<file path="config.mk">
export PLATFORM = sky130hd
export DESIGN_NAME = video_cfg
export DESIGN_NICKNAME = d
export VERILOG_FILES = /design/src/hw/video_pkg.sv /design/src/hw/video_cfg.sv
export SDC_FILE = /design/constraint.sdc
export NUM_CORES = 1
export LEC_CHECK = 0
export BUFFER_PORTS_ARGS = -buffer_cell sky130_fd_sc_hd__buf_2
export CAP_MARGIN = 15
export CORE_AREA = 2 2 39 41
export DETAILED_ROUTE_END_ITERATION = 10
export DIE_AREA = 0 0 41 43
export PLACE_DENSITY_LB_ADDON = 0.25
export REMOVE_ABC_BUFFERS = 1
export SKIP_LAST_GASP = 1
export SLEW_MARGIN = 20
export SYNTH_ARGS = -nofsm -noshare
export SYNTH_HDL_FRONTEND = slang
export SYNTH_SLANG_ARGS = --single-unit
</file>
<file path="constraint.sdc">
create_clock -name clk_sys -period 2 [get_ports clk_sys]
set_input_delay 0.4 -clock clk_sys [delete_from_list [all_inputs] [get_ports clk_sys]]
set_output_delay 0.4 -clock clk_sys [all_outputs]
set_load 0.05 [all_outputs]
</file>
<file path="src/hw/video_pkg.sv">
`default_nettype none

package video_pkg;

	// Stored pixel as written by the core
	typedef struct packed {
		logic [3:0] r;
		logic [3:0] g;
		logic [3:0] b;
	} rgb444_t;

	// Displayed pixel
	typedef struct packed {
		logic [7:0] r;
		logic [7:0] g;
		logic [7:0] b;
	} rgb888_t;

	typedef enum logic [1:0] {
		BLEND_OFF   = 2'd0,
		BLEND_TWO   = 2'd1,
		BLEND_THREE = 2'd2
	} blend_mode_t;

	typedef logic [1:0] buf_idx_t;

	localparam int NUM_BUFS = 3;

endpackage

`default_nettype wire

</file>
<file path="src/hw/video_cfg.sv">
`timescale 1ns/1ps
`default_nettype none

module video_cfg
	import video_pkg::*;
(
	input  wire logic        clk_sys,
	input  wire logic        rst,
	input  wire logic        cfg_valid,
	input  wire blend_mode_t cfg_blend,
	input  wire logic        cfg_buffer_en,
	input  wire logic        cfg_sync_en,
	input  wire logic        frame_end,
	output logic             cfg_ready,
	output blend_mode_t      blend_mode,
	output logic             buffer_en,
	output logic             sync_en
);

	logic        pending;
	blend_mode_t pend_blend;
	logic        pend_buffer_en;
	logic        pend_sync_en;

	// One slot, so the writer waits for the next boundary
	assign cfg_ready = ~pending;

	always_ff @(posedge clk_sys) begin
		if (cfg_valid && cfg_ready) begin
			pend_blend     <= cfg_blend;
			pend_buffer_en <= cfg_buffer_en;
			pend_sync_en   <= cfg_sync_en;
		end
	end

	always_ff @(posedge clk_sys) begin
		if (rst) begin
			pending    <= 1'b0;
			blend_mode <= BLEND_OFF;
			buffer_en  <= 1'b0;
			sync_en    <= 1'b0;
		end else if (cfg_valid && cfg_ready) begin
			pending <= 1'b1;
		end else if (pending && frame_end) begin
			pending    <= 1'b0;
			blend_mode <= pend_blend;
			buffer_en  <= pend_buffer_en;
			sync_en    <= pend_sync_en;
		end
	end

	// Active settings never move inside a displayed frame
	a_apply_at_boundary: assert property (@(posedge clk_sys) disable iff (rst)
		!$past(frame_end) |-> $stable({blend_mode, buffer_en, sync_en}));

endmodule

`default_nettype wire

</file>
## Yosys cells after proc, flatten, opt, wreduce, memory -nomap -nowiden

Index checks and enable logic that the tools add are counted.

| storage, ports and cells | value |
|---|---|
| register bits after elaboration | 9 |
| input bits | 8 |
| output and inout bits | 5 |
| word-level logic and storage cells | 15 |

| cells by class | value |
|---|---|
| multiplexer cells | 2 |
| bitwise logic cells | 2 |
| reduce and logical (&&, ||, !) cells | 4 |

Operator list:

| kind | number |
|---|---|
| $logic_and 1x1->1 | 2 |
| $mux 1 | 2 |
| $not 1->1 | 2 |
| $reduce_and 2->1 | 1 |
| $reduce_bool 2->1 | 1 |

## Depth between registers and ports, before layout

| logic depth | value |
|---|---|
| depth in word-level cells | 4 |
| gate-level depth with buffers | 3 |
| mapped depth without buffers | 2 |

## Worst setup path after synthesis

No wires, ideal clock.

| path | value |
|---|---|
| path type | flip-flop to output port |
| from | register pending |
| to | output port cfg_ready |
| data arrival time | 0.744 ns |
| path slack | 0.856 ns |
| cell stages (with the launch flop) | 3 |
| buffers on the path | 1 |
| cell sequence | dfxtp_1 -> buf_6 -> inv_1 |

| on the way | value |
|---|---|
| word-level cells in the longest chain between the ends | 1 |

RTL lines:

| what | RTL line | RTL |
|---|---|---|
| start: declaration | video_cfg.sv:20 | `logic pending;` |
| start signal: assignment | video_cfg.sv:38 | `pending <= 1'b0;` |
| start signal: assignment | video_cfg.sv:43 | `pending <= 1'b1;` |
| start signal: assignment | video_cfg.sv:45 | `pending <= 1'b0;` |
| $not 1->1 | video_cfg.sv:26 | `assign cfg_ready = ~pending;` |
| end: declaration | video_cfg.sv:14 | `output logic cfg_ready,` |

No other way between the ends.

## Final worst setup path

Same ends and word-level chain as after synthesis.

==> impl_metrics.ini <==
[sta]
totalNegativeSetupSlack_ns = 0
rsz0062_at_grt = false
period_needed_ns = 1.468
whs_ns = 0.3163
skew_ns = 0.004532
worst_slack_ns = 0.5322
fmax_mhz = 681.3
slew_headroom_pct = 76.84
fin_crit_sh_pct = 73.39
slew_viol_final = 0
finalHoldViolCount = 0
worstMarginPinSlew_ns = 0.3469
timing.final.setup_violations = 0

[worst_setup_path]
path_cells = inv_1 > buf_2
worstRegToRegCells = 1
r2r_start = pending
crit_buf_inv = 2
crit_required_ns = 1.60
r2r_slack_ns = 0.93
crit_arrival_ns = 1.07
end_kind = primary output
cp_max_fo = 12
path_class = flip-flop to primary output
critPathMaxStageDelay_ns = 0.53
worst_r2r_endpoint = pend_blend[1]
path_delay_family = flip-flops
slowest_stage = dfxtp_1
startpoint_type = flip-flop

[global_route]
grt_overflow = 0
antenna_found_initial = 0
grt_pass1_vias = 218
grt_max_degree = 13
grt_pass1_wl_um = 924
track_usage_pct = 8.130

[detailed_routing]
dr.pass1.iters = 1
ant_nets = 0
routed_wirelength_um = 507
drtIter0Drc = 0
wl_per_cell_um = 8.895
route.detailed.drc = 0
vias_per_cell = 4.123
vias = 235

[logic_synthesis]
ys_seq_elements = 9
synthSimpleGateAreaFrac_pct = 9.386
synthXorXnorAreaFrac_pct = 0
synth_seq_area_share_pct = 63.54
synth_area_um2 = 346.6
muxShareOfSynthArea_pct = 0
ys_types = 10
synth_top_family_by_area = compound AO/OA/AOI/OAI gates
synth_adder_area_share_pct = 0
synth_area_per_cell_um2 = 12.84
syn_inst = 27
synth-compound-area-share_pct = 19.49
ys.warnings.count = 0

[min_path]
holdCritStartpoint = cfg_sync_en
min_path_cells = 1
hold_path_end = pend_sync_en
hold_class = input pin to flip-flop

[layout]
layout_commonest_cell = buf_2
fin_cells = 57
layout-drive-gt1-share_pct = 41.46
layout_common_cells = 12 x buf_2, 5 x dfxtp_1
antenna_cells = 0
fin_nets = 50
syn2layout_area_growth_pct = 24.55

[clock_tree]
cts_buffers = 3
htreeDepth = 1
cts_tree = built
cts_sinks = 9
ctsHoldBuffers = 0
cts_buffer_depth = 2
post_cts_buffers = 0
cts_root_buf = clkbuf_4
path_clk_slew_ns = 0.06
ctsResizeCount = 0
clock_latency_ns = 0.25

[placement]
hpwl_um = 401.7
dp_cells = 53
dp_slack_ns = 0.7956
port_buffers = 12
place_congestion = 0.6337

[floorplanning]
die_w_um = 41
initial_core_util_pct = 25.05
die_y_um = 43
die_area_um2 = 1763
rows = 14
core-area_um2 = 1384
ioPinCount = 13

[power_and_ir_drop]
max-vdd-ir-drop_mv = 0.3598
power_uw = 387.6
power.density_nw_per_um2 = 897.9
p_leak_nw = 0.1836

[run_status]
run_status = complete, no violations

[flow_run]
maxCapViolCount = 0
==> metrics by stage <==
step | instance area, um2 | utilization, %
4_1_cts | 431.7 | 31.19
3_3_place_gp | 404.1 | 29.20
3_5_place_dp | 404.1 | 29.20
2_1_floorplan | 324.1 | -
5_1_grt | 431.7 | 31.19
6_report | 431.7 | 31.19
==> synthesized netlist by cell type <==
master / instances / area [um2]
dfxtp_1: 5 / 100.1
a21bo_1: 4 / 40.04
a21oi_1: 4 / 20.02
edfxtp_1: 4 / 120.1
nand3_1: 4 / 20.02
buf_6: 2 / 22.52
a211oi_1: 1 / 7.510
and2b_2: 1 / 8.760
inv_1: 1 / 3.750
nor2_1: 1 / 3.750
==> power by group <==
part / total, mW / internal [mW] / switching (mW)
clock: 0.134 / 0.0735 / 0.0601
sequential: 0.210 / 0.203 / 0.00700
combinational: 0.0441 / 0.0150 / 0.0291
==> state kept, by name, summed over array words and instances, names as in the netlist <==
name / cells
sync_en: 1
pending: 1
buffer_en: 1
pend_buffer_en: 1
pend_sync_en: 1
pend_blend: 2
blend_mode: 2
==> kinds of logic (layout without fill, tap and decap cells) <==
logic type	after synthesis	in the layout
AO/OA/AOI/OAI	9	9
AND/OR/NAND/NOR	6	6
buffers and inverters	3	17
flip-flops	9	9
==> how the worst max path moves through the flow <==
| stage | cells past startpoint | end | slack [ns] | start |
|---|---|---|---|---|
| final | 2 | cfg_ready | 0.53 | pending |
| after global routing | 2 | cfg_ready | 0.43 | pending |
| after CTS | 2 | cfg_ready | 0.50 | pending |
| after detailed placement | 2 | cfg_ready | 0.80 | pending |
| after global placement | 2 | cfg_ready | 0.83 | pending |
| after floorplan | 1 | cfg_ready | 0.87 | pending |
==> cell type report <==
type | instances | area (um2)
flip-flops and latches | 9 | 220.2
fillers | 141 | 952.2
multi-input cells | 15 | 100.1
inverters | 1 | 3.754
clock buffers | 3 | 22.52
clock inverters | 1 | 5.005
repair buffers | 12 | 60.06
well taps | 16 | 20.02
==> metal layers <==
metal,vias to the layer above,wire length [um],share of wire (%),GRT usage (%)
met2,9,219,43,9.375
met1,101,234,46,10.70
met4,0,0,0,4.000
li1,125,-,-,-
met3,0,53,10,6.283
met5,-,0,0,0
Note: power is estimated with default switching activity, not from simulation.
