--- src/hw/video_pkg.sv ---
`default_nettype none

package video_pkg;

	// Stored pixel as written by the core
	typedef struct packed {
		logic [3:0] r;
		logic [3:0] g;
		logic [3:0] b;
	} rgb444_t;

	// Displayed pixel
	typedef struct packed {
		logic [7:0] r;
		logic [7:0] g;
		logic [7:0] b;
	} rgb888_t;

	typedef enum logic [1:0] {
		BLEND_OFF   = 2'd0,
		BLEND_TWO   = 2'd1,
		BLEND_THREE = 2'd2
	} blend_mode_t;

	typedef logic [1:0] buf_idx_t;

	localparam int NUM_BUFS = 3;

endpackage

`default_nettype wire

--- src/hw/flicker_blend.sv ---
`timescale 1ns/1ps
`default_nettype none

module flicker_blend
	import video_pkg::*;
(
	input  wire logic        clk_sys,
	input  wire logic        rst,
	input  wire logic        pix_ce,
	input  wire rgb444_t     rd_pix0,
	input  wire rgb444_t     rd_pix1,
	input  wire rgb444_t     rd_pix2,
	input  wire buf_idx_t    cur_buf,
	input  wire buf_idx_t    last_buf,
	input  wire blend_mode_t blend_mode,
	input  wire logic        hblank,
	input  wire logic        vblank,
	input  wire logic        hs,
	input  wire logic        vs,
	output rgb888_t          rgb,
	output logic             de,
	output logic             hs_out,
	output logic             vs_out,
	output logic             ce_pix
);

	rgb444_t frames [NUM_BUFS];
	rgb444_t cur_pix;
	rgb444_t last_pix;
	rgb888_t mixed;

	// One colour channel, 4 bits in and 8 bits out
	function automatic logic [7:0] mix_chan(
		input blend_mode_t mode,
		input logic [3:0]  c_now,
		input logic [3:0]  c_last,
		input logic [3:0]  c0,
		input logic [3:0]  c1,
		input logic [3:0]  c2
	);
		logic [4:0]  sum2;
		logic [5:0]  sum3;
		logic [23:0] scaled;
		sum2 = {1'b0, c_now} + {1'b0, c_last};
		sum3 = {2'b00, c0} + {2'b00, c1} + {2'b00, c2};
		// Divide by three, 21845 / 16384 is close to 4/3
		scaled = {sum3, sum3[5:4]} * 24'd21845;
		case (mode)
			BLEND_TWO:   mix_chan = {sum2, sum2[4:2]};
			BLEND_THREE: mix_chan = scaled[21:14];
			default:     mix_chan = {c_now, c_now};
		endcase
	endfunction

	assign frames[0] = rd_pix0;
	assign frames[1] = rd_pix1;
	assign frames[2] = rd_pix2;
	assign cur_pix   = frames[cur_buf];
	assign last_pix  = frames[last_buf];

	assign mixed.r = mix_chan(blend_mode, cur_pix.r, last_pix.r, rd_pix0.r, rd_pix1.r, rd_pix2.r);
	assign mixed.g = mix_chan(blend_mode, cur_pix.g, last_pix.g, rd_pix0.g, rd_pix1.g, rd_pix2.g);
	assign mixed.b = mix_chan(blend_mode, cur_pix.b, last_pix.b, rd_pix0.b, rd_pix1.b, rd_pix2.b);

	always_ff @(posedge clk_sys) begin
		if (pix_ce)
			rgb <= mixed;
	end

	// Sync and blanking land with the colour of the same slot
	always_ff @(posedge clk_sys) begin
		if (rst) begin
			de     <= 1'b0;
			hs_out <= 1'b0;
			vs_out <= 1'b0;
			ce_pix <= 1'b0;
		end else begin
			ce_pix <= pix_ce;
			if (pix_ce) begin
				de     <= ~(hblank | vblank);
				hs_out <= hs;
				vs_out <= vs;
			end
		end
	end

endmodule

`default_nettype wire

--- config.mk ---
export PLATFORM = sky130hd
export DESIGN_NAME = flicker_blend
export DESIGN_NICKNAME = d
export VERILOG_FILES = /design/src/hw/video_pkg.sv /design/src/hw/flicker_blend.sv
export SDC_FILE = /design/constraint.sdc
export NUM_CORES = 1
export LEC_CHECK = 0
export BUFFER_PORTS_ARGS = -buffer_cell sky130_fd_sc_hd__buf_2
export CELL_PAD_IN_SITES_DETAIL_PLACEMENT = 0
export CELL_PAD_IN_SITES_GLOBAL_PLACEMENT = 1
export CORE_ASPECT_RATIO = 1.4
export CORE_MARGIN = 2
export CORE_UTILIZATION = 50
export DETAILED_ROUTE_END_ITERATION = 6
export PLACE_DENSITY_LB_ADDON = 0.1
export SLEW_MARGIN = 25
export SYNTH_ARGS = -nofsm -noshare
export SYNTH_HDL_FRONTEND = slang
export SYNTH_SLANG_ARGS = --single-unit
--- constraint.sdc ---
create_clock -name clk_sys -period 9.5 [get_ports clk_sys]
set_input_delay 0.475 -clock clk_sys [delete_from_list [all_inputs] [get_ports clk_sys]]
set_output_delay 0.475 -clock clk_sys [all_outputs]
set_load 0.01 [all_outputs]
# Yosys cells after proc, flatten, opt, wreduce, memory -nomap -nowiden
# Cells that the tools add are included.
# totals
inputBits,49
elab_cells,36
out_inout_bits,28
ff_bits,28
# classes
n_bitwise,4
eq_ne,2
mul,3
n_lt_le_gt_ge,2
mux,9
add_sub_neg,9
# ops
operator,n
multiplier 8 x 15 -> 22 bit (second input constant),3
binary-select mux 12 bit (select 2 bit),2
two-way mux 12 bit,4
one-hot mux 8 bit (2 select lines),3
adder 4 x 4 -> 5 bit,6
adder 5 x 4 -> 6 bit,3
greater-or-equal comparator 3 bit (second input constant),2
inverter 2 -> 3 bit,2
== test 2 x 1 -> 1 bit (second input constant),1
== test 2 bit (second input constant),1
inverter 1 bit,1
bitwise OR 1 bit,1

# Longest topological paths before layout
# Gate-level depths: netlist of run 1.
# depth
word_depth,6
depth_mapped,22

# Worst setup path after synthesis of run 1
# No wires, ideal clock.
# synth_timing
kind,in2reg
from,input rd_pix0[6] (netlist bit)
to,register rgb[13] (netlist bit) (data pin)
stages,17
required_ps,9341
path_buffers,0
path_slack_ps,3828
arrival_ps,5514
path_cell_list,fa_1 ha_1 a21o_1 a21oi_2 xor2_1 fa_1 fa_1 inv_1 fa_1 ha_1 nand2_1 nor2_1 a2111oi_0 o211ai_1 nand3_1 or4b_1 a22oi_1
# synth_lines
element,line_no,text
"start, declared",flicker_blend.sv:10,"input wire rgb444_t rd_pix0,"
"end signal, assigned",flicker_blend.sv:67,rgb <= mixed;
"end, declared",flicker_blend.sv:20,"output rgb888_t rgb,"

==> impl_metrics.toml, run 1 <==
[outcome]
run_status = "complete, no violations"

[placed_design]
portBuffers = 76
hpwl_um = 12900
globalplace.congestion = 0.895
pre_cts_slack_ns = 3.22

[clock_network]
cts_tree = "done"
post-cts-setup-buffers = 0
holdBufCountCts = 0
htree_levels = 1
cts_max_path_buffers = 2
tritoncts.num_buffers = 3
root_buffer = "clkbuf_16"
clock_latency_ns = 0.27
post_cts_resize_count = 0
tritoncts_num_sinks = 28
clk_pin_slew_ns = 0.07

[timing]
max_freq_mhz = 165
final.period_utilization = 0.637
timing.clock.skew_ns = 0
maxSlewHeadroom = 0.346
worst_slack_ns = 3.45
min_period_ns = 6.05
grt_setup_unrepaired = "no"
timing_worst_slew_pin_value_ns = 0.979
maxSlewViolCount = 0
number_of_setup_violations_in_the_final_report = 0
finalHoldViolations = 0
setup-tns-final_ns = 0

[layout]
layout_commonest_cell = "ha_1"
final_util = 0.559
area_growth_syn_to_layout_pct = 10.6
num-nets-final = 933
final_cell_mix = "ha_1 (125), buf_2 (76), inv_1 (63)"
antenna_fix_cells = 0
seq_area_um2 = 801
layout-drive-gt1-share = 0.126
multi_input_area_um2 = 4830
final.fill_count = 1134

[worst_hold_path]
whs_path_depth = 2
hp-start = "rst"
hold_path_class = "in2reg"
hold_path_end = "ce_pix$_SDFF_PP0_"

[logic_synthesis]
mappedNetlistNets = 864
synthArstFlopShare = 0
yosys.cell_types.count = 56
synth_flop_cell = "edfxtp_1"
synth_area_um2 = 5920
synth-seq-area-share = 0.135
synthCells = 648
synth_seq_cells = 28
syn_area_per_cell_um2 = 9.13
ys.warnings.count = 0
synth_enable_flop_cells = 24

[run]
max_cap_viol_count = 0

[drt]
ant_nets = 0
drt_drc_violations_left = 0
detailedRoute.firstPassIterationCount = 4
drt-vias-per-instance = 5.72
drtIter0Drc = 152
drt-total-wl_um = 14800
route.detailed.wl_per_inst_um = 17.1
vias = 4938

[grt]
global_route.usage.total = 0.243
grt.overflow.total = 0
grt_first_pass_wirelength_um = 24400
grt_start_max_net_pins = 30
initial_antenna_violation_count = 0
grt_pass1_vias = 5076

[worst_setup_path]
setup.worst_path.start_class = "primary input"
critPathCaptureType = "register"
worst-r2r-cell-count = 2
critical_setup_path_class = "in2reg"
crit-reg2reg-capture = "vs_out$_SDFFE_PP0P_"
worst_path_arrival_ns = 6.16
worstPathMaxFanout = 5
worst_ep_required_time_ns = 9.61
ff2ff_setup_slack_ns = 8.87
regToRegStartpoint = "vs_out$_SDFFE_PP0P_"

[die]
die_w_um = 95.9
starting_density = 0.506
die-area_um2 = 12700
core_area_um2 = 11700
rows = 47
design.portCount = 77
die_height_um = 133
## flip-flops by register name, indices dropped and copies added, names as in the netlist
signal,count
ce_pix,1
de,1
hs_out,1
rgb,24
vs_out,1
## through the flow
stage / cells / instance area, µm² / hold WS, ns
5_1_grt: 863 / 6540 / 0.394
3_3_place_gp: 859 / 6440 / 0.471
2_1_floorplan: 648 / 5920 / 0.528
6_report: 863 / 6540 / 0.403
4_1_cts: 863 / 6540 / 0.405
3_5_place_dp: 859 / 6440 / 0.494
## routing by layer
layer / wire [µm] / GRT usage / up-vias
met2: 8040 / 0.453 / 104
li1: - / - / 2470
met5: 0 / 0 / -
met3: 431 / 0.0131 / 25
met1: 5970 / 0.297 / 2339
met4: 344 / 0.0651 / 0
## critical path, cell delays in order
cell and delay [ns]:
buf_2 0.13, fa_1 0.59, ha_1 0.20, fa_1 0.21
a21oi_1 0.08, nor2b_1 0.34, ha_1 0.30, inv_1 0.09
fa_1 0.49, fa_1 0.54, inv_1 0.08, fa_1 0.45
ha_1 0.33, nand2_1 0.08, nor2_1 0.03, a2111oi_0 0.57
o211ai_1 0.32, nand3_1 0.22, or4b_1 0.45, a22oi_1 0.17
## synthesized netlist by cell type (11+ instances only)
| cell type | number | area share |
|---|---|---|
| nand2b_1 | 11 | 0.012 |
| o21ai_0 | 31 | 0.026 |
| edfxtp_1 | 24 | 0.12 |
| fa_1 | 42 | 0.14 |
| inv_1 | 63 | 0.040 |
| nand2_1 | 49 | 0.031 |
| xnor2_1 | 16 | 0.024 |
| a21o_1 | 31 | 0.039 |
| nor2b_1 | 12 | 0.013 |
| nand3_1 | 12 | 0.010 |
| xor2_1 | 22 | 0.033 |
| a21oi_1 | 47 | 0.040 |
| ha_1 | 125 | 0.26 |
| mux2i_1 | 32 | 0.054 |
| nor2_1 | 22 | 0.014 |
## cells by family after synthesis
logic type                 Yosys count  share of synthesized area
muxes                               32                     0.0541
buffers and inverters               76                     0.0484
and+or+nand+nor                    144                      0.123
DFF                                 28                      0.135
xor gates and xnor gates            38                     0.0563
adders and majority gates          167                      0.407
AOI/OAI and AO/OA                  163                      0.176
## worst max path at each step
| stage | startpoint | end | slack, ns | cells after the start |
|---|---|---|---|---|
| 3_5_place_dp | rd_pix0[5] | rgb[13]$_DFFE_PP_ | 3.22 | 20 |
| 3_3_place_gp | rd_pix0[6] | rgb[13]$_DFFE_PP_ | 3.31 | 18 |
| 4_1_cts | rd_pix0[5] | rgb[13]$_DFFE_PP_ | 3.49 | 20 |
| 2_1_floorplan | rd_pix0[6] | rgb[13]$_DFFE_PP_ | 3.83 | 17 |
| 5_1_grt | rd_pix0[6] | rgb[13]$_DFFE_PP_ | 2.96 | 18 |
| 6_report | rd_pix0[5] | rgb[13]$_DFFE_PP_ | 3.45 | 20 |
## layout make-up
cell class / instances / area share
Clock buffer: 3 / 0.0115
Clock inverter: 1 / 0.00459
Inverter: 63 / 0.0361
Multi-Input combinational cell: 544 / 0.738
Sequential cell: 28 / 0.122
Tap cell: 147 / 0.0281
Timing Repair Buffer: 77 / 0.0593
Power of run 1 is not shown: default switching activity piles up to over one toggle a cycle in this logic, so the estimate is an artifact.
==> run 2, diff against run 1 <==
Settings changed: CORE_UTILIZATION 50 to 42.
Clock period 9.5 ns to 5.45 ns, I/O delays scaled along.
==> run 2 against run 1 <==
  * Routed wire length up 9.5%
  * Critical path depth shrank 2
  * Sequential cell count unchanged
  * Critical endpoint unchanged
  * Register-to-register slack worse by 4.0 ns
  * Sequential share of layout area shrank 1.1 points
  * Non-clock buffer count rose by 64
  * Clock skew stayed put
  * Critical path type unchanged
==> impl_metrics.toml, run 2 (synthesis gave the netlist of run 1 again) <==
[worst_setup_path]
worst_ep_required_time_ns = 5.57
critical_setup_path_class = "in2reg"
critical_path.top_delay_family = "adder cells"
worst_path_max_delay_cell = "fa_2"
worst_path_arrival_ns = 5.36
path_buf_inv = 3
cells_along_the_critical_path = "buf_2 > fa_2 > ha_2 > fa_2 > ha_4 > inv_1 > fa_1 > fa_1 > inv_1 > fa_1 > ha_4 > and4_1 > nand2_1 > or3_1 > a31oi_2 > a31oi_1 > or4b_1 > a22oi_1"
critPathCaptureType = "register"
cp_common_cell = "fa_1"
worstPathMaxFanout = 3
cp_slowest_stage_delay_ns = 0.61
setup.worst_path.start_class = "primary input"

[placed_design]
pre_cts_slack_ns = -0.246
placement.cell_area_um2 = 6970
hpwl_um = 14200
portBuffers = 76
globalplace.congestion = 0.862

[clock_network]
holdBufCountCts = 0
htree_levels = 1
post-cts-setup-buffers = 0
cts_tree = "done"
root_buffer = "clkbuf_16"
cts_max_path_buffers = 2
tritoncts_num_sinks = 28
clk_pin_slew_ns = 0.07
tritoncts.num_buffers = 3
post_cts_resize_count = 0
clock_latency_ns = 0.27

[timing]
worst_slack_ns = 0.211
final.period_utilization = 0.961
setup-tns-final_ns = 0
timing_worst_slew_pin_value_ns = 0.671
timing.clock.skew_ns = 0
max_freq_mhz = 191
finalHoldViolations = 0
number_of_setup_violations_in_the_final_report = 0
min_period_ns = 5.24
maxSlewHeadroom = 0.553
maxSlewViolCount = 0

[drt]
drt-total-wl_um = 16200
drtIter0Drc = 211
vias = 5201
route.detailed.wl_per_inst_um = 16.8
drt_drc_violations_left = 0
ant_nets = 0
detailedRoute.firstPassIterationCount = 4
drt-vias-per-instance = 5.39

[die]
die-area_um2 = 15100
rows = 51
starting_density = 0.427
die_w_um = 104
design.portCount = 77
core_area_um2 = 13800
die_height_um = 144

[layout]
final.fill_count = 1335
final_cell_mix = "ha_1 (121), buf_2 (76), buf_4 (65)"
num-nets-final = 997
register_with_the_highest_flop_count = "rgb"
antenna_fix_cells = 0
layout_commonest_cell = "ha_1"
post-route-cell-area_um2 = 7160
layout-drive-gt1-share = 0.219
largest_register_ffs = 24
area_growth_syn_to_layout_pct = 21.1

[grt]
grt_start_max_net_pins = 30
grt_pass1_vias = 5464
grt_first_pass_wirelength_um = 26600
global_route.usage.total = 0.220
grt.overflow.total = 0
initial_antenna_violation_count = 0

[run]
max_cap_viol_count = 0

[worst_hold_path]
hold_path_class = "in2reg"

[outcome]
run_status = "complete, no violations"
## run 2: cell types whose count changed in the layout (fill, tap and decap cells not counted), sizes merged
cell	delta
buf	+64
## run 2: per-stage QoR
stage	instances	hold WS (ns)	utilization
floorplan	648	0.344	-
global placement	961	0.470	0.504
detailed placement	961	0.478	0.504
CTS	965	0.195	0.511
global route	965	0.217	0.517
finish	965	0.192	0.517
## run 2: cell type report
class                   instances  area, µm²  share of cell area
repair buffers                141        868               0.121
clock buffers                   3       75.1              0.0105
well taps                     185        231              0.0323
multi-input cells             544       4920               0.687
inverters                      63        236              0.0330
flip-flops and latches         28        801               0.112
clock inverters                 1       30.0             0.00419
## run 2: metal layers
metal,vias to the layer above,part of all wire,wire length (µm),track usage
met2,91,0.56,9030,0.446
met5,-,0,0,0
met4,0,0.032,516,0.0797
met3,28,0.032,512,0.0140
met1,2483,0.38,6130,0.238
li1,2599,-,-,-
## run 2: worst register-to-register path, delay by kind of cell (launching register included)
family | cells | cell delay (ns)
flops | 1 | 0.31
mux | 1 | 0.12
simple gates | 1 | 0.05
## run 2: worst paths after layout
kind / from / to / slack [ns] / cells past startpoint
worst max-delay path: rd_pix2[5] / rgb[13]$_DFFE_PP_ / 0.21 / 18
worst min-delay path: rst / ce_pix$_SDFF_PP0_ / 0.19 / 2
worst max register to register: vs_out$_SDFFE_PP0P_ / vs_out$_SDFFE_PP0P_ / 4.86 / 2
worst min register to register: de$_SDFFE_PP0P_ / de$_SDFFE_PP0P_ / 0.50 / 2
Power of run 2 is left out for the same reason.
