--- src/hw/video_timing.sv ---
`timescale 1ns/1ps
`default_nettype none

module video_timing #(
	parameter int  FRAME_W     = 224,
	parameter int  FRAME_H     = 144,
	parameter int  LINE_TOTAL  = 400,
	parameter int  LINES_TOTAL = 258,
	parameter int  H_START     = 31,
	parameter int  V_START     = 66,
	parameter int  PIX_DIV     = 6,
	localparam int ADDR_W      = $clog2(FRAME_W * FRAME_H)
) (
	input  wire logic        clk_sys,
	input  wire logic        rst,
	output logic             pix_ce,
	output logic [ADDR_W-1:0] read_addr,
	output logic             hblank,
	output logic             vblank,
	output logic             hs,
	output logic             vs,
	output logic             frame_end
);

	localparam int X_W    = $clog2(LINE_TOTAL);
	localparam int Y_W    = $clog2(LINES_TOTAL);
	localparam int DIV_W  = (PIX_DIV > 1) ? $clog2(PIX_DIV) : 1;
	// Short lines get a shorter pulse
	localparam int HS_LEN = (LINE_TOTAL > 64) ? 32 : LINE_TOTAL / 4;

	logic [DIV_W-1:0] div;
	logic [X_W-1:0]   x;
	logic [Y_W-1:0]   y;
	logic             h_act;
	logic             v_act;
	logic             line_end;
	logic             last_line;

	assign h_act     = (x >= X_W'(H_START)) && (x < X_W'(H_START + FRAME_W));
	assign v_act     = (y >= Y_W'(V_START)) && (y < Y_W'(V_START + FRAME_H));
	assign line_end  = x == X_W'(LINE_TOTAL - 1);
	assign last_line = y == Y_W'(LINES_TOTAL - 1);

	////////////////////
	// Pixel clock enable
	////////////////////

	always_ff @(posedge clk_sys) begin
		if (rst) begin
			div    <= '0;
			pix_ce <= 1'b0;
		end else begin
			pix_ce <= div == DIV_W'(PIX_DIV - 1);
			div    <= (div == DIV_W'(PIX_DIV - 1)) ? '0 : div + 1'b1;
		end
	end

	////////////////////
	// Position, sync and read address
	////////////////////

	always_ff @(posedge clk_sys) begin
		if (rst) begin
			x         <= '0;
			y         <= '0;
			hblank    <= 1'b1;
			vblank    <= 1'b1;
			hs        <= 1'b0;
			vs        <= 1'b0;
			read_addr <= '0;
			frame_end <= 1'b0;
		end else begin
			frame_end <= 1'b0;
			if (pix_ce) begin
				hblank <= ~h_act;
				vblank <= ~v_act;
				hs     <= x >= X_W'(LINE_TOTAL - HS_LEN);
				vs     <= (y >= Y_W'(1)) && (y <= Y_W'(3));

				// Address runs one slot ahead of the output register
				if (vblank)
					read_addr <= '0;
				else if (!hblank)
					read_addr <= read_addr + 1'b1;

				if (line_end) begin
					x <= '0;
					if (last_line) begin
						y         <= '0;
						frame_end <= 1'b1;
					end else begin
						y <= y + 1'b1;
					end
				end else begin
					x <= x + 1'b1;
				end
			end
		end
	end

endmodule

`default_nettype wire

--- config.mk ---
export PLATFORM = sky130hd
export DESIGN_NAME = video_timing
export DESIGN_NICKNAME = d
export VERILOG_FILES = /design/src/hw/video_timing.sv
export SDC_FILE = /design/constraint.sdc
export NUM_CORES = 1
export LEC_CHECK = 0
export BUFFER_PORTS_ARGS = -buffer_cell sky130_fd_sc_hd__buf_2
export CORE_MARGIN = 1
export CORE_UTILIZATION = 55
export CTS_CLUSTER_DIAMETER = 50
export DETAILED_ROUTE_END_ITERATION = 6
export GPL_TIMING_DRIVEN = 0
export PLACE_DENSITY = 0.88
export SLEW_MARGIN = 20
export SYNTH_ARGS = -nofsm -noshare
export SYNTH_HDL_FRONTEND = slang
export SYNTH_SLANG_ARGS = --single-unit
--- constraint.sdc ---
create_clock -name clk_sys -period 2.4 [get_ports clk_sys]
set_input_delay 0.6 -clock clk_sys [delete_from_list [all_inputs] [get_ports clk_sys]]
set_output_delay 0.6 -clock clk_sys [all_outputs]
set_load 0.01 [all_outputs]
After elaboration in Yosys (flattened, before gate mapping)
Index checks and enable logic that the tools add are counted.
{"block": "totals", "regBits": 42, "latch_bits": 0, "ramBits": 0, "mem_bits_ro": 0, "input_bits": 2, "output_inout_bits": 21, "word_cells": 41, "memories": 0}
{"block": "classes", "add_sub_neg": 4, "n_mul": 0, "div_mod_pow": 0, "n_lt_le_gt_ge": 7, "n_eq_ne": 4, "shifts": 0, "mux": 5, "bitwise_logic": 4, "reduce_logical": 7}
{"cell": "$mux 15", "count": 2}
{"cell": "$add 9x1->9 const B", "count": 2}
{"cell": "$eq 9x9->1 const B", "count": 2}
{"cell": "$lt 9x8->1 const B", "count": 2}
{"cell": "$mux 9", "count": 2}
{"cell": "$add 15x1->15 const B", "count": 1}
{"cell": "$ge 9x1->1 const B", "count": 1}
{"cell": "$ge 9x5->1 const B", "count": 1}
{"cell": "$ge 9x7->1 const B", "count": 1}
{"cell": "$ge 9x9->1 const B", "count": 1}
{"cell": "$le 9x2->1 const B", "count": 1}
{"cell": "$not 1->1", "count": 4}
{"cell": "$reduce_and 2->1", "count": 2}
{"cell": "$add 3x1->3 const B", "count": 1}
{"cell": "$eq 3x3->1 const B", "count": 1}
{"cell": "$logic_and 1x1->1", "count": 3}
{"cell": "$reduce_or 3->1", "count": 1}
{"cell": "$ne 2x1->1 const B", "count": 1}
{"cell": "$reduce_or 2->1", "count": 1}
{"cell": "$mux 1", "count": 1}

Longest topological paths before layout
Gate-level depths: netlist (run 1).
{"block": "depth", "word_depth": 3, "mapped_depth": 7, "mapped_depth_nobuf": 5}

Worst setup path after synthesis (run 1)
Ideal clock, no wire load.
{"block": "synth_path", "path_kind": "register to register", "startpoint": "reg pix_ce", "endpoint": "reg y[7]", "arrival_ns": 2.059, "required_ns": 2.332, "setup_slack_ns": 0.273, "stages_incl_launch_ff": 7, "synth_period_minus_slack_ns": 2.127, "path_cell_list": "dfxtp_1 -> buf_4 -> or3b_4 -> or3_1 -> buf_6 -> or4_4 -> a21oi_2"}
{"block": "synth_between", "elab_chain_len": 1}
{"element": "start: declaration", "line_no": "16", "source": "output logic pix_ce,"}
{"element": "start signal: assignment", "line_no": "53", "source": "pix_ce <= div == DIV_W'(PIX_DIV - 1);"}
{"element": "$reduce_and 2->1 (no source line)"}
{"element": "end signal: assignment", "line_no": "92", "source": "y <= y + 1'b1;"}
{"element": "end: declaration", "line_no": "33", "source": "logic [Y_W-1:0] y;"}
Every way passes these cells.
A chain may end at the register's enable or synchronous reset.

Final worst setup path (run 1)
{"block": "layout_path", "startpoint": "reg pix_ce", "endpoint": "reg y[4]"}
The elaborated chain is that of the path after synthesis.

==> impl_results.md, run 1 <==
* Upper clock frequency limit at 455 MHz
* Hold buffers post-CTS at 0
* Top Usage Layer GRT: met2
* Number of nets produced by synthesis at 248
* Sw power at 0.257 mW
* CTS H-tree depth at 2
* Final antenna-violating net count at 0
* Wire length of the first global-routing pass at 7080 microns
* Width of the chip at 63.1 microns
* Worst Tran Pin Value at 0.596 ns
* Async S/R FF share, synth at 0
* Area added between synthesis and finish at 12.6%
* Clock Path Buffers at 2
* Netlist area before placement at 2050 sq um
* Via count of the first global-routing pass at 1657
* Final routed DRC violation total at 0
* Final hold violation count at 0
* Power Internal at 0.943 mW
* Via total after detailed routing at 1801
* Post-cts repair resize count at 0
* CP top delay family: simple AND/OR/NAND/NOR gates
* Footprint of the multi-input gates at 1130 sq um
* Placer's final routability congestion estimate at 0.911
* Initial antenna violation count at 0
* CTS tree: done
* Routed wire per std cell at 12.8 microns
* N_diodes at 0
* Count of fill cells added during filler insertion at 299
* Clk_lat worst skew at 0.30 ns
* Flip-flop and latch area at 841 sq um
* Final-layout setup total negative slack at 0 ns
* Synth warnings at 0
* Type of the most critical hold path: register to register
* Cell types occupying the most area after synthesis: sky130_fd_sc_hd__dfxtp_1 (41%), sky130_fd_sc_hd__nor2_1 (5.3%), sky130_fd_sc_hd__xnor2_1 (5.1%)
* Clock buffer count from CTS at 5
* Worst setup skew after layout at 0.00634 ns
* Result of the run: completed
* Met3 demand-to-capacity share in global routing at 0.0670
* Core ar. at 3470 sq um
* Input/output buffers at 22
* Gate count of the mapped netlist at 238
* Total routing usage reported by global routing at 0.223
* Arr. time, crit path at 2.37 ns
* Number of setup buffers added after CTS at 0
* Total length of routed wires at 4010 microns
* Number of distinct library cells after synthesis at 44
* Library cell occupying the most area in the post-synthesis netlist: sky130_fd_sc_hd__dfxtp_1
* Average size of a mapped cell at 8.63 sq um
* Die area at 3980 sq um
* Share of the cycle needed by the critical path after routing at 0.916
* Initial DRC count at 100
* Fraction of post-synthesis cell area in the top cell type by area at 0.410
* Power density of the placed cells at 519 nW/um^2
* DP Wirelength at 2890 microns
* Post-synth top flop: sky130_fd_sc_hd__dfxtp_1
* Clock Sink Count at 42
* CTS clock-pin slew for the worst setup and hold paths at 0.07 ns
* Register bit count reported by yosys at 42
* Hold path startpoint: div[0]
* DR pass1 iterations at 4
* Global-route track usage on met2 at 0.387
* Static power due to leakage at 0.813 nW
* Maximum fanout count along the critical path at 10
* Switching power as a share of total power at 0.214
* Maximum number of pins on one net before global-route repair at 13
* # rows at 21
* Part of the power in the clock network at 0.387
* Kind of end point of the critical path: register
* Required @ worst endpoint at 2.57 ns
* Die height at 63.1 microns
* Part of the Yosys area used for sequential elements at 0.410
* Beginning of the worst register-to-register path: pix_ce
* Initial core utilization at 0.592
* Unrepaired setup endpoints after global routing: false
* Logic pwr share at 0.026
* Root buf cell: sky130_fd_sc_hd__clkbuf_8
* Final setup violating endpoints at 0
* Sequential power share at 0.587
* Maximum capacitance violations at 0
* Number of nets in the finished design at 277
* Cell-by-cell trace of the critical path: buf_4 > or3b_4 > or3_1 > buf_6 > o21bai_1 > nor2_1
* GR Layer Usage met1 at 0.255
* Origin of the worst setup path: pix_ce
* Relative slew slack at 0.602
* Critical-path cell with the highest stage delay: sky130_fd_sc_hd__o21bai_1
* Final instance count without filler cells at 314
* Share of final-layout standard cells stronger than drive strength 1 at 0.134
* Number of synthesized flops with an enable pin at 0
* Total global routing overflow at 0
* Worst path buffer plus inverter count at 2
* DP Cell Count at 306
* Crit path launch type: register
* I/O pins at 23
* Worst-case vdd ir drop at 0.000342 V
* Final min period at 2.20 ns
* CP peak stage delay at 0.49 ns
* Final Max Slew Viols at 0
* Drt via density at 5.74
* Crit Path Class: register to register
## layout by cell type, fill, tap and decap left out, types with 7 or more instances in the layout
master,synthesis,layout
sky130_fd_sc_hd__nand4_1,12,12
sky130_fd_sc_hd__xnor2_1,12,12
sky130_fd_sc_hd__nand2_1,12,12
sky130_fd_sc_hd__nor2_1,29,29
sky130_fd_sc_hd__or3_1,8,8
sky130_fd_sc_hd__ha_1,8,8
sky130_fd_sc_hd__nand3_1,9,9
sky130_fd_sc_hd__nor3_1,8,8
sky130_fd_sc_hd__dfxtp_1,42,42
sky130_fd_sc_hd__buf_2,0,22
sky130_fd_sc_hd__clkbuf_1,6,7
sky130_fd_sc_hd__a21oi_1,15,15
sky130_fd_sc_hd__inv_1,11,11
## cell families (layout without fill, tap and decap cells)
kind of cell,after synthesis,count (layout),share of synthesized area
multiplexers,2,2,0.0104
AO/OA/AOI/OAI,42,42,0.135
buffers and inverters,19,49,0.0402
adder cells (fa/ha/maj),8,8,0.0488
XOR/XNOR,17,17,0.0725
AND/OR/NAND/NOR,108,108,0.284
flip-flops,42,42,0.410
## power by group through the flow
stage	sequential (mW)	combinational, mW	clock (mW)
3_5_place_dp	0.721	0.0310	0
5_1_grt	0.705	0.0366	0.509
4_1_cts	0.704	0.0315	0.474
2_1_floorplan	0.720	0.0218	0
3_3_place_gp	0.720	0.0303	0
6_report	0.705	0.0313	0.465
## metrics by stage
stage	utilization	hold slack, ns	setup slack [ns]	cell area, sq um	power, mW
global route	0.667	0.482	0.0604	2310	1.25
CTS	0.667	0.464	0.179	2310	1.21
detailed placement	0.640	0.453	0.208	2220	0.752
global placement	0.640	0.438	0.234	2220	0.751
floorplan	-	0.421	0.273	2050	0.742
finish	0.667	0.462	0.202	2310	1.20
## per-layer routing
layer	vias to the layer above	wire [microns]
met5	-	0
met3	8	133
met4	0	61
li1	919	-
met1	841	1890
met2	33	1920
## worst register-to-register path: cells and delay by family (launching register included)
kind | cells | cell delay, ns
and+or+nand+nor | 3 | 0.94
buffers and inverters | 2 | 0.31
DFF | 1 | 0.33
AOI/OAI and AO/OA | 1 | 0.49
## cell type report
class / instances / share of cell area
clock buffers: 7 / 0.0373
plain buffers: 8 / 0.0179
inverters: 11 / 0.0179
flip-flops and latches: 42 / 0.364
well taps: 46 / 0.0249
repair buffers: 22 / 0.0476
clock inverters: 1 / 0.00216
multi-input cells: 177 / 0.489
## worst paths after layout
check | endpoint | slack [ns] | cells after the start
setup / recovery | y[4] | 0.20 | 6
hold / removal | div[0] | 0.46 | 1
setup reg to reg | y[4] | 0.20 | 6
hold reg to reg | div[0] | 0.46 | 1
## state kept, by name, summed over array words and instances, names as in the netlist
signal,cells
read_addr,15
y,9
frame_end,1
vblank,1
hs,1
vs,1
div,3
x,9
hblank,1
pix_ce,1
## cell usage after synthesis (3+ instances only)
cell type	count
sky130_fd_sc_hd__a21oi_1	15
sky130_fd_sc_hd__clkbuf_1	6
sky130_fd_sc_hd__dfxtp_1	42
sky130_fd_sc_hd__ha_1	8
sky130_fd_sc_hd__inv_1	11
sky130_fd_sc_hd__nand2_1	12
sky130_fd_sc_hd__nand2b_1	6
sky130_fd_sc_hd__nand3_1	9
sky130_fd_sc_hd__nand4_1	12
sky130_fd_sc_hd__nor2_1	29
sky130_fd_sc_hd__nor2b_1	3
sky130_fd_sc_hd__nor3_1	8
sky130_fd_sc_hd__nor4_1	4
sky130_fd_sc_hd__o21ai_0	6
sky130_fd_sc_hd__o31ai_1	5
sky130_fd_sc_hd__or3_1	8
sky130_fd_sc_hd__or4_1	6
sky130_fd_sc_hd__xnor2_1	12
sky130_fd_sc_hd__xor2_1	5
Note: power is estimated with default switching activity, not from simulation.
==> inputs of run 2 (changes only) <==
Settings changed: REMOVE_ABC_BUFFERS set to 1.
==> impl_results.md, run 2 (same netlist as run 1, synthesis figures left out) <==
* Crit Path Class: register to register
* Switching power as a share of total power at 0.201
* Width of the chip at 63.1 microns
* Final routed DRC violation total at 0
* Hold_ws at 0.459 ns
* Total global routing overflow at 0
* Hold worst-path end: div[0]
* Final hold violation count at 0
* Sw power at 0.263 mW
* DP Wirelength at 2750 microns
* Post-cts repair resize count at 2
* Wire length of the first global-routing pass at 7070 microns
* Required @ worst endpoint at 2.64 ns
* Number of nets in the finished design at 269
* FF-to-FF path depth at 4
* Hold-critical path depth at 1
* Die height at 63.1 microns
* I/O pins at 23
* Relative slew slack at 0.642
* Crit path launch type: register
* Setup slack of the worst register-to-register path at 0.09 ns
* Beginning of the worst register-to-register path: pix_ce
* Total routing usage reported by global routing at 0.227
* Most common cell after layout, fill and taps aside: sky130_fd_sc_hd__dfxtp_1
* Type of the most critical hold path: register to register
* Leading cell types in the layout, fill and taps excluded: sky130_fd_sc_hd__dfxtp_1 (41), sky130_fd_sc_hd__nor2_1 (29), sky130_fd_sc_hd__buf_2 (22), sky130_fd_sc_hd__a21oi_1 (15)
* Input/output buffers at 22
* Arr. time, crit path at 2.55 ns
* Finished Cell Area at 2300 sq um
* # rows at 21
* CTS clock-pin slew for the worst setup and hold paths at 0.07 ns
* Maximum fanout count along the critical path at 19
* Share of final-layout standard cells stronger than drive strength 1 at 0.139
* Post-placement setup slack at -0.159 ns
* Via count of the first global-routing pass at 1603
* Final min period at 2.31 ns
* Clock buffer count from CTS at 5
* Initial core utilization at 0.592
* Final antenna-violating net count at 0
* N_diodes at 0
* Clock Path Buffers at 2
* Worst setup skew after layout at 0.00698 ns
* Power Internal at 1.04 mW
* Number of setup buffers added after CTS at 0
* Via total after detailed routing at 1790
* Overall power consumption at 1.31 mW
* Kind of end point of the critical path: register
* Area added between synthesis and finish at 11.9%
* Worst-case vdd ir drop at 0.000415 V
* Final Worst Setup Slack at 0.0891 ns
* Number of flip-flops in the largest register at 15
* Static power due to leakage at 0.807 nW
* Drt via density at 5.87
* Total placed instance area at 2180 sq um
* DR pass1 iterations at 4
* Core ar. at 3470 sq um
* Total length of routed wires at 4030 microns
* Routed wire per std cell at 13.2 microns
* Maximum capacitance violations at 0
* Critical-path cell with the highest stage delay: sky130_fd_sc_hd__dfxtp_2
* CTS tree: done
* Result of the run: completed
* Share of the cycle needed by the critical path after routing at 0.963
* Sequential power share at 0.540
* Final Max Slew Viols at 0
* Hold path startpoint: div[0]
* Clock Sink Count at 42
* Upper clock frequency limit at 433 MHz
* Placer's final routability congestion estimate at 0.830
* Hold buffers post-CTS at 0
* Unrepaired setup endpoints after global routing: false
* Initial antenna violation count at 0
* Logic pwr share at 0.021
* Top register by number of flip-flops: read_addr
* Initial DRC count at 113
* Power density of the placed cells at 568 nW/um^2
* Worst Tran Pin Value at 0.533 ns
* Endpoint of the lowest-slack register-to-register path: y[7]
* Maximum number of pins on one net before global-route repair at 20
* Cell-by-cell trace of the critical path: or3b_4 > or3_1 > or4_4 > a21oi_2
* Clk_lat worst skew at 0.30 ns
* Root buf cell: sky130_fd_sc_hd__clkbuf_8
* Die area at 3980 sq um
* CTS H-tree depth at 2
* Largest registers ranked by flip-flop count: read_addr x15, x x9, y x9
* CP peak stage delay at 0.56 ns
* Part of the power in the clock network at 0.438
* Final setup violating endpoints at 0
==> run 2: cell types whose count changed in the layout (fill, tap and decap cells not counted), sizes merged <==
cell / delta
bufinv: +1
clkbuf: -7
clkinv: -1
buf: -2
==> run 2: worst max path at each step <==
stage / cells after the start / slack [ns] / to / start
floorplan: 4 / 0.10 / y[7] / pix_ce
global placement: 4 / -0.11 / y[1] / pix_ce
detailed placement: 4 / -0.16 / y[4] / pix_ce
CTS: 4 / 0.09 / y[7] / pix_ce
global route: 4 / 0.02 / y[7] / pix_ce
finish: 4 / 0.09 / y[7] / pix_ce
==> run 2: cell type report <==
cell class,instances,area [sq um]
fill,302,1170
multi-input combinational,177,1130
sequential,42,842
timing repair buffer,22,110
clock buffer,6,82.6
tap,46,57.6
inverter,11,41.3
clock inverter,1,30.0
==> run 2: metrics by stage <==
step | setup TNS [ns] | cells | util
after CTS | 0 | 305 | 0.662
after global placement | -0.633 | 298 | 0.628
after global routing | 0 | 305 | 0.662
after detailed placement | -1.01 | 298 | 0.628
final | 0 | 305 | 0.662
after floorplan | 0 | 230 | -
==> run 2: power groups by stage <==
stage	clock network, mW	registers (mW)	logic, mW
detailed placement	0	0.722	0.0270
floorplan	0	0.721	0.0181
finish	0.572	0.705	0.0280
global route	0.614	0.706	0.0313
CTS	0.576	0.705	0.0279
global placement	0	0.721	0.0264
==> run 2: worst max-delay path: cells and delay by family, from the launching register on <==
| kind | cells | cell delay, ns |
|---|---|---|
| simple gates | 3 | 1.55 |
| compound gates | 1 | 0.13 |
| flops | 1 | 0.56 |
==> run 2: per-layer routing <==
| layer | GRT usage | share of wire | up-vias |
|---|---|---|---|
| met5 | 0 | 0 | - |
| li1 | - | - | 898 |
| met1 | 0.268 | 0.46 | 835 |
| met3 | 0.0743 | 0.058 | 5 |
| met4 | 0.108 | 0.014 | 0 |
| met2 | 0.368 | 0.47 | 52 |
==> inputs of run 3 (changes only) <==
Settings changed: CORE_UTILIZATION 55 to 35, CTS_BUF_LIST set to sky130_fd_sc_hd__clkbuf_8, PLACE_DENSITY 0.88 to 0.64.
==> impl_results.md, run 3 (same netlist as run 1, synthesis figures left out) <==
* Result of the run: completed
* DP Cell Count at 324
* Core ar. at 5570 sq um
* Unrepaired setup endpoints after global routing: false
* Input/output buffers at 22
* Drt via density at 5.30
* Top register by number of flip-flops: read_addr
* Hold worst-path end: div[0]
* Width of the chip at 78.6 microns
* Setup slack of the worst register-to-register path at 0.09 ns
* Die height at 78.6 microns
* Final routed DRC violation total at 0
* Clock Sink Count at 42
* Critical-path cell with the highest stage delay: sky130_fd_sc_hd__dfxtp_2
* Hold path startpoint: div[0]
* Most common cell after layout, fill and taps aside: sky130_fd_sc_hd__dfxtp_1
* Number of nets in the finished design at 269
* Final-layout setup total negative slack at 0 ns
* Total length of routed wires at 3960 microns
* Final setup violating endpoints at 0
* CTS clock-pin slew for the worst setup and hold paths at 0.08 ns
* Initial DRC count at 103
* Power Internal at 1.02 mW
* Maximum number of pins on one net before global-route repair at 20
* Type of the most critical hold path: register to register
* Hold_ws at 0.452 ns
* Initial antenna violation count at 0
* Total global routing overflow at 0
* Number of flip-flops in the largest register at 15
* Crit path launch type: register
* Initial core utilization at 0.368
* Area added between synthesis and finish at 13.3%
* Sequential power share at 0.549
* Leading cell types in the layout, fill and taps excluded: sky130_fd_sc_hd__dfxtp_1 (41), sky130_fd_sc_hd__nor2_1 (29), sky130_fd_sc_hd__buf_2 (22), sky130_fd_sc_hd__a21oi_1 (15)
* N_diodes at 0
* CP peak stage delay at 0.56 ns
* Root buf cell: sky130_fd_sc_hd__clkbuf_8
* I/O pins at 23
* Final min period at 2.31 ns
* Clk_lat worst skew at 0.29 ns
* Share of the cycle needed by the critical path after routing at 0.964
* Final hold violation count at 0
* CTS tree: done
* Part of the power in the clock network at 0.430
* Maximum capacitance violations at 0
* Worst Tran Pin Value at 0.529 ns
* Upper clock frequency limit at 432 MHz
* Die area at 6180 sq um
* Relative slew slack at 0.645
* Worst-case vdd ir drop at 0.000295 V
* # rows at 27
* Required @ worst endpoint at 2.63 ns
* Crit Path Class: register to register
* CP top delay family: simple AND/OR/NAND/NOR gates
* CTS H-tree depth at 2
* Final instance count without filler cells at 332
* Total routing usage reported by global routing at 0.138
* Endpoint of the lowest-slack register-to-register path: y[7]
* Kind of end point of the critical path: register
* Static power due to leakage at 0.805 nW
* Clock buffer count from CTS at 5
* Worst path buffer plus inverter count at 0
* Final antenna-violating net count at 0
* Logic pwr share at 0.021
* Clock Path Buffers at 2
* DP Wirelength at 2780 microns
* Largest registers ranked by flip-flop count: read_addr x15, x x9, y x9
* Wire length of the first global-routing pass at 6770 microns
* Routed wire per std cell at 11.9 microns
* Cell-by-cell trace of the critical path: or3b_4 > or3_1 > or4_4 > a21oi_2
* Share of final-layout standard cells stronger than drive strength 1 at 0.138
* Power density of the placed cells at 552 nW/um^2
* DR pass1 iterations at 4
* Switching power as a share of total power at 0.209
* Via total after detailed routing at 1761
* Beginning of the worst register-to-register path: pix_ce
* Worst setup skew after layout at 0.00736 ns
* Sw power at 0.268 mW
* Overall power consumption at 1.28 mW
* Final Max Slew Viols at 0
* Maximum fanout count along the critical path at 19
* Placer's final routability congestion estimate at 0.801
* Hold-critical path depth at 1
* Arr. time, crit path at 2.54 ns
* FF-to-FF path depth at 4
* Via count of the first global-routing pass at 1531
run 3: changes by cell type in the layout (fill, tap and decap cells not counted):
cell and delta:
sky130_fd_sc_hd__inv_1 +1, sky130_fd_sc_hd__clkinvlp_4 +1, sky130_fd_sc_hd__clkbuf_8 -1
run 3: layout make-up:
type | instances | area, sq um
fill | 571 | 3250
inverter | 11 | 41.3
clock buffer | 5 | 68.8
sequential | 42 | 842
multi-input combinational | 177 | 1130
timing repair buffer | 22 | 110
tap | 72 | 90.1
clock inverter | 3 | 41.3
run 3: metrics by stage:
stage,cell area (sq um),utilization,setup slack (ns)
final,2330,0.418,0.0873
after global routing,2330,0.418,0.00216
after CTS,2330,0.418,0.0791
after detailed placement,2210,0.397,-0.169
after global placement,2210,0.397,-0.192
after floorplan,2010,-,0.100
run 3: worst max-delay path by stage:
stage	from	endpoint	slack, ns	cells after the start
final	pix_ce	y[7]	0.09	4
after global routing	pix_ce	y[7]	0.002	4
after CTS	pix_ce	y[7]	0.08	4
after detailed placement	pix_ce	y[3]	-0.17	4
after global placement	pix_ce	y[1]	-0.19	4
after floorplan	pix_ce	y[7]	0.10	4
run 3: routing by layer:
metal,vias up,track usage,part of all wire
met5,-,0,0
met4,0,0.0574,0.010
met3,5,0.0349,0.029
met2,27,0.229,0.46
met1,832,0.169,0.50
li1,897,-,-
run 3: power by group through the flow:
| stage | Sequential (mW) | Clock (mW) | Combinational, mW |
|---|---|---|---|
| after floorplan | 0.721 | 0 | 0.0181 |
| after global placement | 0.721 | 0 | 0.0273 |
| after detailed placement | 0.721 | 0 | 0.0273 |
| after CTS | 0.705 | 0.575 | 0.0278 |
| after global routing | 0.706 | 0.602 | 0.0325 |
| final | 0.705 | 0.552 | 0.0275 |
run 3: timing repair:
| item | in CTS | in global routing |
|---|---|---|
| endpoints found under the hold margin | 0 | 0 |
| resized for setup | 2 | 0 |
| setup endpoints to repair | 8 | 0 |
| hold buffers | 0 | 0 |
| setup buffers | 0 | 0 |
